**src/hdl/mulPkg.sv**
```systemverilog
// shared widths, depths and encodings for the multiplier property tester
// imported by every RTL block that needs a size or a test-kind code

package mulPkg;

    // operand and product widths
    localparam int OP_WIDTH = 8;
    localparam int PROD_WIDTH = 2 * OP_WIDTH;

    // two lanes per pair, lane A at 2p and lane B at 2p+1
    localparam int NUM_PAIRS = 2;
    localparam int NUM_LANES = 2 * NUM_PAIRS;

    // request queue depth, also the sender's credits after reset
    localparam int REQ_DEPTH = 4;
    // result queue depth, also the dispatcher's internal credits
    localparam int RES_DEPTH = 4;

    localparam int REQ_PTR_WIDTH = $clog2(REQ_DEPTH);
    localparam int RES_PTR_WIDTH = $clog2(RES_DEPTH);

    // one load cycle plus one cycle per multiplier bit
    localparam int MUL_LATENCY = OP_WIDTH + 1;

    // test kinds
    localparam logic KIND_COMMUT = 1'b0;
    localparam logic KIND_TIMING = 1'b1;

    // wide enough to count up to the larger queue depth
    localparam int CREDIT_WIDTH =
        $clog2(((REQ_DEPTH > RES_DEPTH) ? REQ_DEPTH : RES_DEPTH) + 1);

endpackage

```
**src/hdl/seqMultiplier.sv**
```systemverilog
// sequential shift-and-add multiplier lane with operand-independent latency
// pulse start with both operands, product is ready with productDone

`timescale 1ns/100ps

module seqMultiplier #(
    parameter int WIDTH = 8
) (
    input  logic                   clk,
    input  logic                   rst,
    input  logic                   start,
    input  logic [WIDTH-1:0]       multiplier,
    input  logic [WIDTH-1:0]       multiplicand,
    output logic [2*WIDTH-1:0]     product,
    output logic                   productDone
);

    // working copies of the operands
    logic [WIDTH-1:0]         mplierReg;
    logic [2*WIDTH-1:0]       mcandReg;
    logic [2*WIDTH-1:0]       acc;
    logic [2*WIDTH-1:0]       nextAcc;
    logic [$clog2(WIDTH+1)-1:0] stepCount;
    logic                     busy;
    logic                     lastStep;

    // add the shifted multiplicand only for a set multiplier bit
    assign nextAcc = mplierReg[0] ? (acc + mcandReg) : acc;

    // the counter alone decides when the run ends
    assign lastStep = (stepCount == ($clog2(WIDTH+1))'(WIDTH - 1));

    always_ff @(posedge clk) begin
        if (rst) begin
            busy <= 1'b0;
            stepCount <= '0;
            productDone <= 1'b0;
        end else begin
            productDone <= 1'b0;
            if (start) begin
                busy <= 1'b1;
                stepCount <= '0;
            end else if (busy) begin
                stepCount <= stepCount + 1'b1;
                if (lastStep) begin
                    busy <= 1'b0;
                    productDone <= 1'b1;
                end
            end
        end
    end

    // datapath
    always_ff @(posedge clk) begin
        if (start) begin
            mplierReg <= multiplier;
            mcandReg <= {{WIDTH{1'b0}}, multiplicand};
            acc <= '0;
        end else if (busy) begin
            mplierReg <= mplierReg >> 1;
            mcandReg <= mcandReg << 1;
            acc <= nextAcc;
            // stored together with the done pulse, held until the next run ends
            if (lastStep) begin
                product <= nextAcc;
            end
        end
    end

endmodule

```
**src/hdl/testDispatcher.sv**
```systemverilog
// queues incoming test requests and launches them onto free lane pairs
// returns one input credit per popped request, spends one result credit per launch

`timescale 1ns/100ps

module testDispatcher (
    input  logic                                        clk,
    input  logic                                        rst,
    input  logic                                        reqValid,
    input  logic                                        reqKind,
    input  logic [mulPkg::OP_WIDTH-1:0]                 reqX,
    input  logic [mulPkg::OP_WIDTH-1:0]                 reqY,
    input  logic [mulPkg::OP_WIDTH-1:0]                 reqK,
    output logic                                        reqCredit,
    input  logic                                        resFree,
    input  logic [mulPkg::NUM_PAIRS-1:0]                pairDone,
    output logic [mulPkg::NUM_LANES-1:0]                laneStart,
    output logic [mulPkg::NUM_LANES*mulPkg::OP_WIDTH-1:0] laneMultiplier,
    output logic [mulPkg::NUM_LANES*mulPkg::OP_WIDTH-1:0] laneMultiplicand,
    output logic [mulPkg::NUM_PAIRS-1:0]                pairLaunch,
    output logic                                        pairKind
);

    import mulPkg::*;

    // request storage
    logic                qKind [REQ_DEPTH];
    logic [OP_WIDTH-1:0] qX [REQ_DEPTH];
    logic [OP_WIDTH-1:0] qY [REQ_DEPTH];
    logic [OP_WIDTH-1:0] qK [REQ_DEPTH];

    logic [REQ_PTR_WIDTH-1:0] wrPtr;
    logic [REQ_PTR_WIDTH-1:0] rdPtr;
    logic [CREDIT_WIDTH-1:0]  reqCount;
    logic [CREDIT_WIDTH-1:0]  resCredits;
    logic [NUM_PAIRS-1:0]     pairBusy;
    logic [NUM_PAIRS-1:0]     pairSel;
    logic                     pop;

    // operands for lane A and lane B of the launched pair
    logic [OP_WIDTH-1:0] aMplier;
    logic [OP_WIDTH-1:0] aMcand;
    logic [OP_WIDTH-1:0] bMplier;
    logic [OP_WIDTH-1:0] bMcand;

    // lowest-numbered idle pair wins
    always_comb begin
        pairSel = '0;
        for (int p = NUM_PAIRS - 1; p >= 0; p--) begin
            if (!pairBusy[p]) begin
                pairSel = '0;
                pairSel[p] = 1'b1;
            end
        end
    end

    assign pop = (reqCount != '0) && (resCredits != '0) && (|pairSel);
    assign reqCredit = pop;
    assign pairLaunch = pop ? pairSel : '0;
    assign pairKind = qKind[rdPtr];

    // commutative runs x*y and y*x while timing runs x*k and y*k
    always_comb begin
        aMplier = qX[rdPtr];
        bMplier = qY[rdPtr];
        if (qKind[rdPtr] == KIND_COMMUT) begin
            aMcand = qY[rdPtr];
            bMcand = qX[rdPtr];
        end else begin
            aMcand = qK[rdPtr];
            bMcand = qK[rdPtr];
        end
    end

    // every pair sees the head operands, only the launched one starts
    always_comb begin
        for (int p = 0; p < NUM_PAIRS; p++) begin
            laneStart[2*p] = pairLaunch[p];
            laneStart[2*p+1] = pairLaunch[p];
            laneMultiplier[2*p*OP_WIDTH +: OP_WIDTH] = aMplier;
            laneMultiplicand[2*p*OP_WIDTH +: OP_WIDTH] = aMcand;
            laneMultiplier[(2*p+1)*OP_WIDTH +: OP_WIDTH] = bMplier;
            laneMultiplicand[(2*p+1)*OP_WIDTH +: OP_WIDTH] = bMcand;
        end
    end

    always_ff @(posedge clk) begin
        if (reqValid) begin
            qKind[wrPtr] <= reqKind;
            qX[wrPtr] <= reqX;
            qY[wrPtr] <= reqY;
            qK[wrPtr] <= reqK;
        end
    end

    always_ff @(posedge clk) begin
        if (rst) begin
            wrPtr <= '0;
            rdPtr <= '0;
            reqCount <= '0;
            resCredits <= CREDIT_WIDTH'(RES_DEPTH);
            pairBusy <= '0;
        end else begin
            if (reqValid) begin
                wrPtr <= wrPtr + 1'b1;
            end
            if (pop) begin
                rdPtr <= rdPtr + 1'b1;
            end
            if (reqValid && !pop) begin
                reqCount <= reqCount + 1'b1;
            end else if (!reqValid && pop) begin
                reqCount <= reqCount - 1'b1;
            end
            // one result slot reserved per launch
            if (pop && !resFree) begin
                resCredits <= resCredits - 1'b1;
            end else if (!pop && resFree) begin
                resCredits <= resCredits + 1'b1;
            end
            pairBusy <= (pairBusy & ~pairDone) | pairLaunch;
        end
    end

endmodule

```
**src/hdl/verdictCollector.sv**
```systemverilog
// turns finished lane pairs into pass/fail verdicts and queues them in order
// sends results under output credits and frees one internal credit per result

`timescale 1ns/100ps

module verdictCollector (
    input  logic                                          clk,
    input  logic                                          rst,
    input  logic [mulPkg::NUM_PAIRS-1:0]                  pairLaunch,
    input  logic                                          pairKind,
    input  logic [mulPkg::NUM_LANES-1:0]                  laneDone,
    input  logic [mulPkg::NUM_LANES*mulPkg::PROD_WIDTH-1:0] laneProduct,
    output logic [mulPkg::NUM_PAIRS-1:0]                  pairDone,
    output logic                                          resFree,
    input  logic                                          resCredit,
    output logic                                          resValid,
    output logic                                          resKind,
    output logic [mulPkg::PROD_WIDTH-1:0]                 resProdA,
    output logic [mulPkg::PROD_WIDTH-1:0]                 resProdB,
    output logic                                          resPass
);

    import mulPkg::*;

    // per-pair tracking
    logic [NUM_PAIRS-1:0]  kindReg;
    logic [NUM_PAIRS-1:0]  doneAReg;
    logic [NUM_PAIRS-1:0]  doneBReg;
    logic [NUM_PAIRS-1:0]  complete;
    logic [NUM_PAIRS-1:0]  sameCycle;
    logic [NUM_PAIRS-1:0]  verdict;
    logic [PROD_WIDTH-1:0] prodA [NUM_PAIRS];
    logic [PROD_WIDTH-1:0] prodB [NUM_PAIRS];

    // result queue
    logic                  qKind [RES_DEPTH];
    logic [PROD_WIDTH-1:0] qProdA [RES_DEPTH];
    logic [PROD_WIDTH-1:0] qProdB [RES_DEPTH];
    logic                  qPass [RES_DEPTH];

    logic [RES_PTR_WIDTH-1:0] wrPtr;
    logic [RES_PTR_WIDTH-1:0] rdPtr;
    logic [RES_PTR_WIDTH-1:0] pushSlot [NUM_PAIRS];
    logic [CREDIT_WIDTH-1:0]  pushCount;
    logic [CREDIT_WIDTH-1:0]  resCount;
    logic [CREDIT_WIDTH-1:0]  outCredits;
    logic                     pop;

    always_comb begin
        for (int p = 0; p < NUM_PAIRS; p++) begin
            // a pair completes in the cycle of its later done pulse
            complete[p] = (doneAReg[p] | laneDone[2*p]) & (doneBReg[p] | laneDone[2*p+1]);
            sameCycle[p] = laneDone[2*p] & laneDone[2*p+1];
            // lane products hold until the pair is restarted
            prodA[p] = laneProduct[2*p*PROD_WIDTH +: PROD_WIDTH];
            prodB[p] = laneProduct[(2*p+1)*PROD_WIDTH +: PROD_WIDTH];
            if (kindReg[p] == KIND_COMMUT) begin
                verdict[p] = (prodA[p] == prodB[p]);
            end else begin
                verdict[p] = sameCycle[p];
            end
        end
    end

    assign pairDone = complete;

    // queue slots for this cycle's completions, lower pair first
    always_comb begin
        pushCount = '0;
        for (int p = 0; p < NUM_PAIRS; p++) begin
            pushSlot[p] = wrPtr + RES_PTR_WIDTH'(pushCount);
            pushCount = pushCount + CREDIT_WIDTH'(complete[p]);
        end
    end

    assign pop = (resCount != '0) && (outCredits != '0);
    assign resFree = pop;

    always_ff @(posedge clk) begin
        for (int p = 0; p < NUM_PAIRS; p++) begin
            if (pairLaunch[p]) begin
                kindReg[p] <= pairKind;
            end
            if (complete[p]) begin
                qKind[pushSlot[p]] <= kindReg[p];
                qProdA[pushSlot[p]] <= prodA[p];
                qProdB[pushSlot[p]] <= prodB[p];
                qPass[pushSlot[p]] <= verdict[p];
            end
        end
        if (pop) begin
            resKind <= qKind[rdPtr];
            resProdA <= qProdA[rdPtr];
            resProdB <= qProdB[rdPtr];
            resPass <= qPass[rdPtr];
        end
    end

    always_ff @(posedge clk) begin
        if (rst) begin
            doneAReg <= '0;
            doneBReg <= '0;
            wrPtr <= '0;
            rdPtr <= '0;
            resCount <= '0;
            outCredits <= CREDIT_WIDTH'(RES_DEPTH);
            resValid <= 1'b0;
        end else begin
            for (int p = 0; p < NUM_PAIRS; p++) begin
                if (complete[p] || pairLaunch[p]) begin
                    doneAReg[p] <= 1'b0;
                    doneBReg[p] <= 1'b0;
                end else begin
                    if (laneDone[2*p]) begin
                        doneAReg[p] <= 1'b1;
                    end
                    if (laneDone[2*p+1]) begin
                        doneBReg[p] <= 1'b1;
                    end
                end
            end
            wrPtr <= wrPtr + RES_PTR_WIDTH'(pushCount);
            rdPtr <= rdPtr + RES_PTR_WIDTH'(pop);
            resCount <= resCount + pushCount - CREDIT_WIDTH'(pop);
            outCredits <= outCredits + CREDIT_WIDTH'(resCredit) - CREDIT_WIDTH'(pop);
            resValid <= pop;
        end
    end

endmodule

```
**src/hdl/multiplierTester.sv**
```systemverilog
// top level of the multiplier property tester
// requests in and verdicts out, both under credit-based flow control

`timescale 1ns/100ps

module multiplierTester (
    input  logic                          clk,
    input  logic                          rst,
    input  logic                          reqValid,
    input  logic                          reqKind,
    input  logic [mulPkg::OP_WIDTH-1:0]   reqX,
    input  logic [mulPkg::OP_WIDTH-1:0]   reqY,
    input  logic [mulPkg::OP_WIDTH-1:0]   reqK,
    output logic                          reqCredit,
    input  logic                          resCredit,
    output logic                          resValid,
    output logic                          resKind,
    output logic [mulPkg::PROD_WIDTH-1:0] resProdA,
    output logic [mulPkg::PROD_WIDTH-1:0] resProdB,
    output logic                          resPass
);

    import mulPkg::*;

    // lane vectors, lane i at bits [i*W +: W]
    logic [NUM_LANES-1:0]            laneStart;
    logic [NUM_LANES*OP_WIDTH-1:0]   laneMultiplier;
    logic [NUM_LANES*OP_WIDTH-1:0]   laneMultiplicand;
    logic [NUM_LANES*PROD_WIDTH-1:0] laneProduct;
    logic [NUM_LANES-1:0]            laneDone;

    logic [NUM_PAIRS-1:0] pairLaunch;
    logic [NUM_PAIRS-1:0] pairDone;
    logic                 pairKind;
    logic                 resFree;

    testDispatcher dispatcher (
        .clk(clk),
        .rst(rst),
        .reqValid(reqValid),
        .reqKind(reqKind),
        .reqX(reqX),
        .reqY(reqY),
        .reqK(reqK),
        .reqCredit(reqCredit),
        .resFree(resFree),
        .pairDone(pairDone),
        .laneStart(laneStart),
        .laneMultiplier(laneMultiplier),
        .laneMultiplicand(laneMultiplicand),
        .pairLaunch(pairLaunch),
        .pairKind(pairKind)
    );

    // identical lanes, pairs are formed by index only
    for (genvar i = 0; i < NUM_LANES; i++) begin : genLane
        seqMultiplier #(.WIDTH(OP_WIDTH)) lane (
            .clk(clk),
            .rst(rst),
            .start(laneStart[i]),
            .multiplier(laneMultiplier[i*OP_WIDTH +: OP_WIDTH]),
            .multiplicand(laneMultiplicand[i*OP_WIDTH +: OP_WIDTH]),
            .product(laneProduct[i*PROD_WIDTH +: PROD_WIDTH]),
            .productDone(laneDone[i])
        );
    end

    verdictCollector collector (
        .clk(clk),
        .rst(rst),
        .pairLaunch(pairLaunch),
        .pairKind(pairKind),
        .laneDone(laneDone),
        .laneProduct(laneProduct),
        .pairDone(pairDone),
        .resFree(resFree),
        .resCredit(resCredit),
        .resValid(resValid),
        .resKind(resKind),
        .resProdA(resProdA),
        .resProdB(resProdB),
        .resPass(resPass)
    );

endmodule

```
**config.mk**
```make
export PLATFORM = sky130hd
export DESIGN_NAME = multiplierTester
export DESIGN_NICKNAME = d
export VERILOG_FILES = /design/src/hdl/mulPkg.sv /design/src/hdl/seqMultiplier.sv /design/src/hdl/testDispatcher.sv /design/src/hdl/verdictCollector.sv /design/src/hdl/multiplierTester.sv
export SDC_FILE = /design/constraint.sdc
export NUM_CORES = 1
export LEC_CHECK = 0
export BUFFER_PORTS_ARGS = -buffer_cell sky130_fd_sc_hd__buf_2
export CORE_MARGIN = 3
export CORE_UTILIZATION = 40
export DETAILED_ROUTE_END_ITERATION = 12
export GPL_TIMING_DRIVEN = 1
export PLACE_DENSITY = 0.64
export SETUP_SLACK_MARGIN = 0.15
export SYNTH_ARGS = -nofsm -noshare
export SYNTH_HDL_FRONTEND = slang
export SYNTH_SLANG_ARGS = --single-unit
export TNS_END_PERCENT = 100
```
**constraint.sdc**
```tcl
create_clock -name clk -period 9.05 [get_ports clk]
set_input_delay 0.905 -clock clk [delete_from_list [all_inputs] [get_ports clk]]
set_output_delay 0.905 -clock clk [all_outputs]
set_load 0.02 [all_outputs]
```
# Word-level counts from Yosys, hierarchy flattened
# Memories as Yosys holds them, arrays and structs flattened. A register that Yosys moved wholly into a read port is not among the register bits.
# Index checks and enable logic that the tools add are counted.
# totals
regBits	277
ramBits	236
in_bits	29
word_cells	197
n_memories	8
# op_classes
addsub	22
eq_ne	6
muxes	61
bitwise	17
n_reduce_logical	35
# memory_table
name	depth	width	rd	rd_clocked_by_memory_dff	wr	line	text
collector.qProdA	4	16	1	1	2	verdictCollector.sv:37	logic [PROD_WIDTH-1:0] qProdA [RES_DEPTH];
collector.qProdB	4	16	1	1	2	verdictCollector.sv:38	logic [PROD_WIDTH-1:0] qProdB [RES_DEPTH];
dispatcher.qK	4	8	1	1	1	testDispatcher.sv:30	logic [OP_WIDTH-1:0] qK [REQ_DEPTH];
dispatcher.qX	4	8	1	1	1	testDispatcher.sv:28	logic [OP_WIDTH-1:0] qX [REQ_DEPTH];
dispatcher.qY	4	8	1	1	1	testDispatcher.sv:29	logic [OP_WIDTH-1:0] qY [REQ_DEPTH];
collector.qKind	4	1	1	1	2	verdictCollector.sv:36	logic qKind [RES_DEPTH];
2 more memories	n/a	n/a	n/a	n/a	n/a	n/a	
# ops
cell	n
8-bit two-way mux	18
16-bit adder	4
16-bit two-way mux	4
16-bit == test	2
1-bit two-way mux	24
2-bit two-way mux	11
4-bit by 1-bit adder with 4-bit output (second input constant)	4
4-bit by 3-bit == test with 1-bit output (second input constant)	4
3-bit two-way mux	4
3-bit AND reduction	4
2-bit nonzero test	6
3-bit nonzero test	4
3-bit OR reduction	4
2-bit OR reduction	5
1-bit logical AND	7
3-bit by 1-bit adder with 3-bit output (second input constant)	2
1-bit NOT	6
3-bit by 1-bit subtractor with 3-bit output	2
3-bit by 1-bit subtractor with 3-bit output (second input constant)	2
2-bit by 1-bit adder with 2-bit output	2
2-bit by 1-bit adder with 2-bit output (second input constant)	2
1-bit AND	4
1-bit bitwise OR	4
3-bit by 1-bit adder with 3-bit output	1
8 further kinds	11

# Longest topological paths before layout
# depth
word_depth	8
depth_mapped	12

# Cells and area by module
# A second synthesis with hierarchy kept.
# unflattened
hier_cells	1971
area_unflattened_um2	26963.4
# by_module_without_submodules
mod	instances	cells_per_inst	area_per_inst_um2	seq_area_each_um2
seqMultiplier	4	298	3304.4	1561.5
verdictCollector	1	494	8887.3	5465.2
testDispatcher	1	285	4858.4	3283.1

# Least setup slack after synthesis
# OpenSTA, ideal clock, no wires.
# synth_timing
path_kind	register -> register
start	register collector.doneAReg[0]
end	memory collector.qKind[2], enable pin
setup_ps	432
arrival_ps	2609
t_required_ps	8618
setup_slack_ps	6009
stages_incl_launch_ff	7
n_path_buf	1
period_less_slack_ps	3041
cell_sequence	dfxtp_1 > o22ai_1 > inv_1 > ha_1 > nor3_2 > buf_2 > o21bai_1
# synth_rtl
element	line	text
start: declaration	verdictCollector.sv:27	logic [NUM_PAIRS-1:0] doneAReg;
start signal: assignment	verdictCollector.sv:101	doneAReg <= '0;
start signal: indexed assignment	verdictCollector.sv:111	doneAReg[p] <= 1'b0;
start signal: indexed assignment	verdictCollector.sv:115	doneAReg[p] <= 1'b1;
end: declaration	verdictCollector.sv:36	

# Final worst setup path
# layout_timing
start	register dispatcher.resCredits[0]
end	register genLane[1].lane.product[10], enable pin
# layout_via
elab_chain_cells	6
# layout_rtl
element	line	text
start: declaration	testDispatcher.sv:35	logic [CREDIT_WIDTH-1:0] resCredits;
start signal: assignment	testDispatcher.sv:101	resCredits <= CREDIT_WIDTH'(RES_DEPTH);
start signal: assignment	testDispatcher.sv:117	resCredits <= resCredits - 1'b1;
start signal: assignment	testDispatcher.sv:119	resCredits <= resCredits + 1'b1;
3-bit nonzero test	testDispatcher.sv:57	assign pop = (reqCount != '0) && (resCredits != '0) && (|pairSel);
1-bit logical AND (2 in a row)	testDispatcher.sv:57	
2-bit two-way mux	testDispatcher.sv:59	assign pairLaunch = pop ? pairSel : '0;
1-bit NOT (no line)	n/a	
3-bit AND reduction (no line)	n/a	
end signal: assignment	seqMultiplier.sv:65	product <= nextAcc;
end: declaration	seqMultiplier.sv:14	output logic [2*WIDTH-1:0] product,
# No other way between the ends.
# A chain may end at the register's enable or synchronous reset.

==> qor_table.md <==
| Step | Parameter | This run |
| --- | --- | --- |
| clock tree | Clock transition time at the flip-flop clock pins of the worst setup and hold paths | 0.06 ns |
| setup path | Slowest-stage cell, CP | sky130_fd_sc_hd__nor4b_4 |
| synth | Cell taking the most area after synthesis | sky130_fd_sc_hd__edfxtp_1 |
| clock tree | Setup bufs post-CTS | 0 |
| synth | Number of library cell types mapped by synthesis | 77 |
| synth | Most common cell in the synthesized netlist | sky130_fd_sc_hd__edfxtp_1 |
| setup path | Worst path top cell family by delay | simple AND/OR/NAND/NOR gates |
| worst hold path | Hold Path Class | reg2reg |
| timing | Number of failing setup endpoints in the final timing report | 0 |
| synth | Post-synthesis cell count | 2022 |
| setup path | Reg2Reg Capture Point | genLane[1].lane.product[10] |
| setup path | Crit path top cell by count | sky130_fd_sc_hd__buf_4 |
| synth | Area fraction of the dominant cell type after synthesis | 46.0% |
| finish | Share of cells above drive strength 1 | 20.7% |
| setup path | Worst setup SP type | flop |
| routing | Avg WL per Cell | 19.8 microns |
| finish | Layout filler cell count | 5759 |
| worst hold path | Hold endpoint | genLane[3].lane.acc[9] |
| die | Die span in x | 261 microns |
| global route | Total grt overflow | 0 |
| synth | Synth area leaders | sky130_fd_sc_hd__edfxtp_1 46%, sky130_fd_sc_hd__dfxtp_1 11%, sky130_fd_sc_hd__mux2_2 7.5%, sky130_fd_sc_hd__mux4_2 5.0%, sky130_fd_sc_hd__ha_1 3.8% |
| power and ir drop | Internal power consumption | 5.81 mW |
| placed design | Placement Setup Slack | 5.56 ns |
| global route | Largest net degree at the start of global routing | 74 |
| power and ir drop | Sw Ratio | 35.0% |
| finish | Layout-stage area growth over the synthesis result | 11.8% |
| power and ir drop | Register share of total power | 40.8% |
| global route | Number of antenna violations at the first check in global routing | 0 |
| placed design | Placer's final routability congestion estimate | 0.833 |
| synth | Proportion of synthesized flip-flops having asynchronous set or reset | 0% |
| job | Max-capacitance violation count | 0 |
| die | Num ports | 65 |
| setup path | Critical path depth in cells | 6 |
| synth | Predominant post-synthesis flop cell | sky130_fd_sc_hd__edfxtp_1 |
| placed design | Dpl hpwl | 40000 microns |
| timing | Final clock period utilization by the worst path | 38.8% |
| timing | Final Hold Violating Endpoints | 0 |
| worst hold path | Hold-critical path depth | 2 |
| setup path | Largest fanout of any net on the critical path | 71 |
| clock tree | Number of buffers inserted by hold repair at cts | 0 |
| setup path | Sequence of cells on the critical path | or3_4, o311ai_4, buf_4, inv_2, buf_4, nor4b_4 |
| synth | Number of synthesized register bits | 549 |
| placed design | Number of cells in the design after placement | 2864 |
| routing | Count of unresolved DRC violations after routing | 0 |
| die | Placement row count | 93 |
| power and ir drop | Combinational Power Share | 32.9% |
| routing | Antenna Nets Post-Route | 0 |
| timing | Clock tree skew after final layout | 0.0401 ns |
| status | Run status | finished, final reports clean |
| finish | Fin cells | 2973 |
| timing | Final Hold Slack | 0.473 ns |
| power and ir drop | Leak | 10.5 nW |
| timing | Total negative setup slack | 0 ns |
| clock tree | Number of gates resized after CTS | 0 |
| timing | Unrepaired setup endpoints after global routing | false |
| clock tree | Number of buffers inserted during clock tree synthesis | 57 |
| timing | Worst slew slack as a fraction of its limit | 22.7% |
| clock tree | Clock tree root buffer cell | sky130_fd_sc_hd__clkbuf_16 |
| power and ir drop | Share of power burned in the clock network | 26.3% |
| setup path | Sort of element at the end of the critical path | flop |
| synth | Most used standard cells in the synthesized netlist | 400 x sky130_fd_sc_hd__edfxtp_1, 189 x sky130_fd_sc_hd__nand2_1, 173 x sky130_fd_sc_hd__mux2_2 |
| clock tree | CTS Sinks | 549 |
| timing | Final Slew Violations | 0 |
| setup path | Reg2Reg Depth | 6 |
| power and ir drop | Pwr Density | 307 nW/um^2 |
| routing | Vias post-DR | 16300 |
| synth | Post-synth EDFFs | 400 |
| timing | Worst setup slack after layout | 5.54 ns |
| setup path | Worst setup path startpoint | dispatcher.resCredits[0] |
| global route | Wire length of the first global-routing pass | 93000 microns |
| setup path | Worst endpoint data arrival time | 3.72 ns |
| synth | Sequential element share of the synthesized area | 57.4% |
| die | Area of the placeable core | 64500 sq um |
| clock tree | CTS tree | built |
| timing | Min cycle time layout | 3.51 ns |
| die | Initial Utilization | 40.5% |
| power and ir drop | Net switching power figure | 3.14 mW |
| synth | Average instance area after synthesis | 12.9 sq um |
| routing | Pre-Repair DR Iteration Count | 5 |
| routing | Count of routing violations after the opening detailed-route iteration | 1303 |
| die | Die extent in y | 261 microns |
| global route | Overall routing resource usage | 17.4% |
| synth | Area of the mapped netlist | 26100 sq um |
| clock tree | Insertion delay to the later sink of the worst-skew pair | 0.62 ns |
| global route | Via count of the first global-routing pass | 16200 |
| timing | Highest achievable clock rate | 0.285 GHz |
| routing | Vias per cell | 5.48 |
| setup path | FF-to-FF Start | dispatcher.resCredits[0] |
| power and ir drop | Max VDD drop | 177 uV |
| placed design | Count of buffers inserted at the top-level ports | 64 |
| clock tree | Number of levels in the clock H-tree | 2 |
| setup path | Slowest cell delay on critical path | 0.97 ns |
| setup path | Worst Path Required | 9.26 ns |
| synth | Yosys Warn Count | 0 |
| synth | Mapped Nets | 2138 |
| clock tree | Number of buffers between clock root and the deepest sink | 3 |
| setup path | Buffers plus inverters on the worst setup path | 3 |
| timing | Slew at the pin closest to its max-slew limit | 1.16 ns |
| die | Total die area | 68400 sq um |
| routing | Detailed Route WL | 59000 microns |
| worst hold path | Start point of the worst hold path | genLane[3].lane.acc[9] |
| finish | Net count, final | 2184 |
| setup path | Critical path start-end classification | reg2reg |
| setup path | Flop-to-flop setup slack | 5.54 ns |
-- cells in the final DEF, fill, tap and decap left out, drive strengths merged, types with 5 or more instances in the layout --
| cell | count |
|---|---|
| fa | 8 |
| and3 | 12 |
| mux2i | 74 |
| buf | 89 |
| ha | 79 |
| edfxtp | 400 |
| a31oi | 12 |
| clkbuf | 90 |
| a21oi | 89 |
| nand2b | 8 |
| nor4b | 10 |
| and2 | 10 |
| nor2 | 154 |
| a211oi | 22 |
| nand4b | 5 |
| clkinv | 11 |
| mux4 | 58 |
| o211ai | 12 |
| o21ai | 69 |
| nand2 | 189 |
| xnor2 | 71 |
| dfxtp | 149 |
| o21bai | 7 |
| inv | 49 |
| nor3 | 24 |
| o21a | 12 |
| nand3 | 32 |
| o31ai | 10 |
| a31o | 5 |
| nor2b | 21 |
| or3 | 11 |
| nand4 | 30 |
| a211o | 9 |
| a21o | 24 |
| mux2 | 173 |
| xor2 | 30 |
| or4 | 8 |
-- cells by family after synthesis --
logic type               after synthesis  synth area share, %
AO/OA/AOI/OAI                        300                 7.50
XOR/XNOR                             101                 3.39
adder cells (fa/ha/maj)               87                 4.40
buffers and inverters                147                 2.35
flip-flops                           549                 57.4
multiplexers                         305                 15.3
AND/OR/NAND/NOR                      533                 9.62
-- sequential cells by signal, indices dropped and copies added, names as in the netlist, 4 cells and up, named ones only --
signal / flops
collector.qProdA: 64
collector.qProdB: 64
genLane.lane.acc: 64
genLane.lane.mcandReg: 64
genLane.lane.product: 64
dispatcher.qK: 32
dispatcher.qX: 32
dispatcher.qY: 32
genLane.lane.mplierReg: 32
collector.resProdA: 16
collector.resProdB: 16
genLane.lane.stepCount: 16
collector.qKind: 4
collector.qPass: 4
dispatcher.qKind: 4
genLane.lane.busy: 4
genLane.lane.productDone: 4
-- worst register-to-register path, cell delays in order, from the launching register on --
cell and delay [ns]:
sky130_fd_sc_hd__dfxtp_1 0.33, sky130_fd_sc_hd__or3_4 0.42, sky130_fd_sc_hd__o311ai_4 0.07, sky130_fd_sc_hd__buf_4 0.62, sky130_fd_sc_hd__inv_2 0.27, sky130_fd_sc_hd__buf_4 0.38
sky130_fd_sc_hd__nor4b_4 1.01
-- power by group through the flow --
stage | sequential [mW] | clock (mW) | combinational, mW
finish | 3.65 | 2.35 | 2.95
global route | 3.71 | 2.51 | 3.28
CTS | 3.66 | 2.41 | 2.97
detailed placement | 3.71 | 0 | 2.95
global placement | 3.70 | 0 | 2.87
floorplan | 3.64 | 0 | 2.16
-- layer usage --
layer | up-vias | routed length (microns) | track usage (%)
li1 | 7661 | - | -
met1 | 8126 | 26500 | 23.6
met2 | 412 | 28200 | 29.0
met3 | 104 | 2760 | 2.49
met4 | 0 | 1510 | 5.13
met5 | - | 0 | 0
-- through the flow --
step                total power, mW  util [%]  area (sq um)
floorplan                      5.81         -         26100
global placement               6.57      42.3         27300
detailed placement             6.66      42.3         27300
CTS                            9.04      45.3         29200
global route                   9.50      45.3         29200
finish                         8.95      45.3         29200
-- how the worst max path moves through the flow --
stage | slack, ns | endpoint
after floorplan | 6.01 | collector.qKind[2]
after global placement | 5.56 | genLane[1].lane.productDone
after detailed placement | 5.56 | genLane[1].lane.productDone
after CTS | 5.53 | genLane[1].lane.product[12]
after global routing | 5.33 | genLane[1].lane.product[14]
final | 5.54 | genLane[1].lane.product[10]
-- final cells by class --
| cell class | instances | area, sq um | area share (%) |
|---|---|---|---|
| Tap cell | 855 | 1070 | 3.66 |
| Clock inverter | 18 | 179 | 0.613 |
| Multi-Input combinational cell | 1326 | 10500 | 36.1 |
| Clock buffer | 90 | 1720 | 5.91 |
| Timing Repair Buffer | 89 | 508 | 1.74 |
| Antenna cell | 1 | 2.50 | 0.00857 |
| Sequential cell | 549 | 15000 | 51.4 |
| Inverter | 45 | 169 | 0.579 |
No activity file was read; power rests on OpenSTA's default activity.
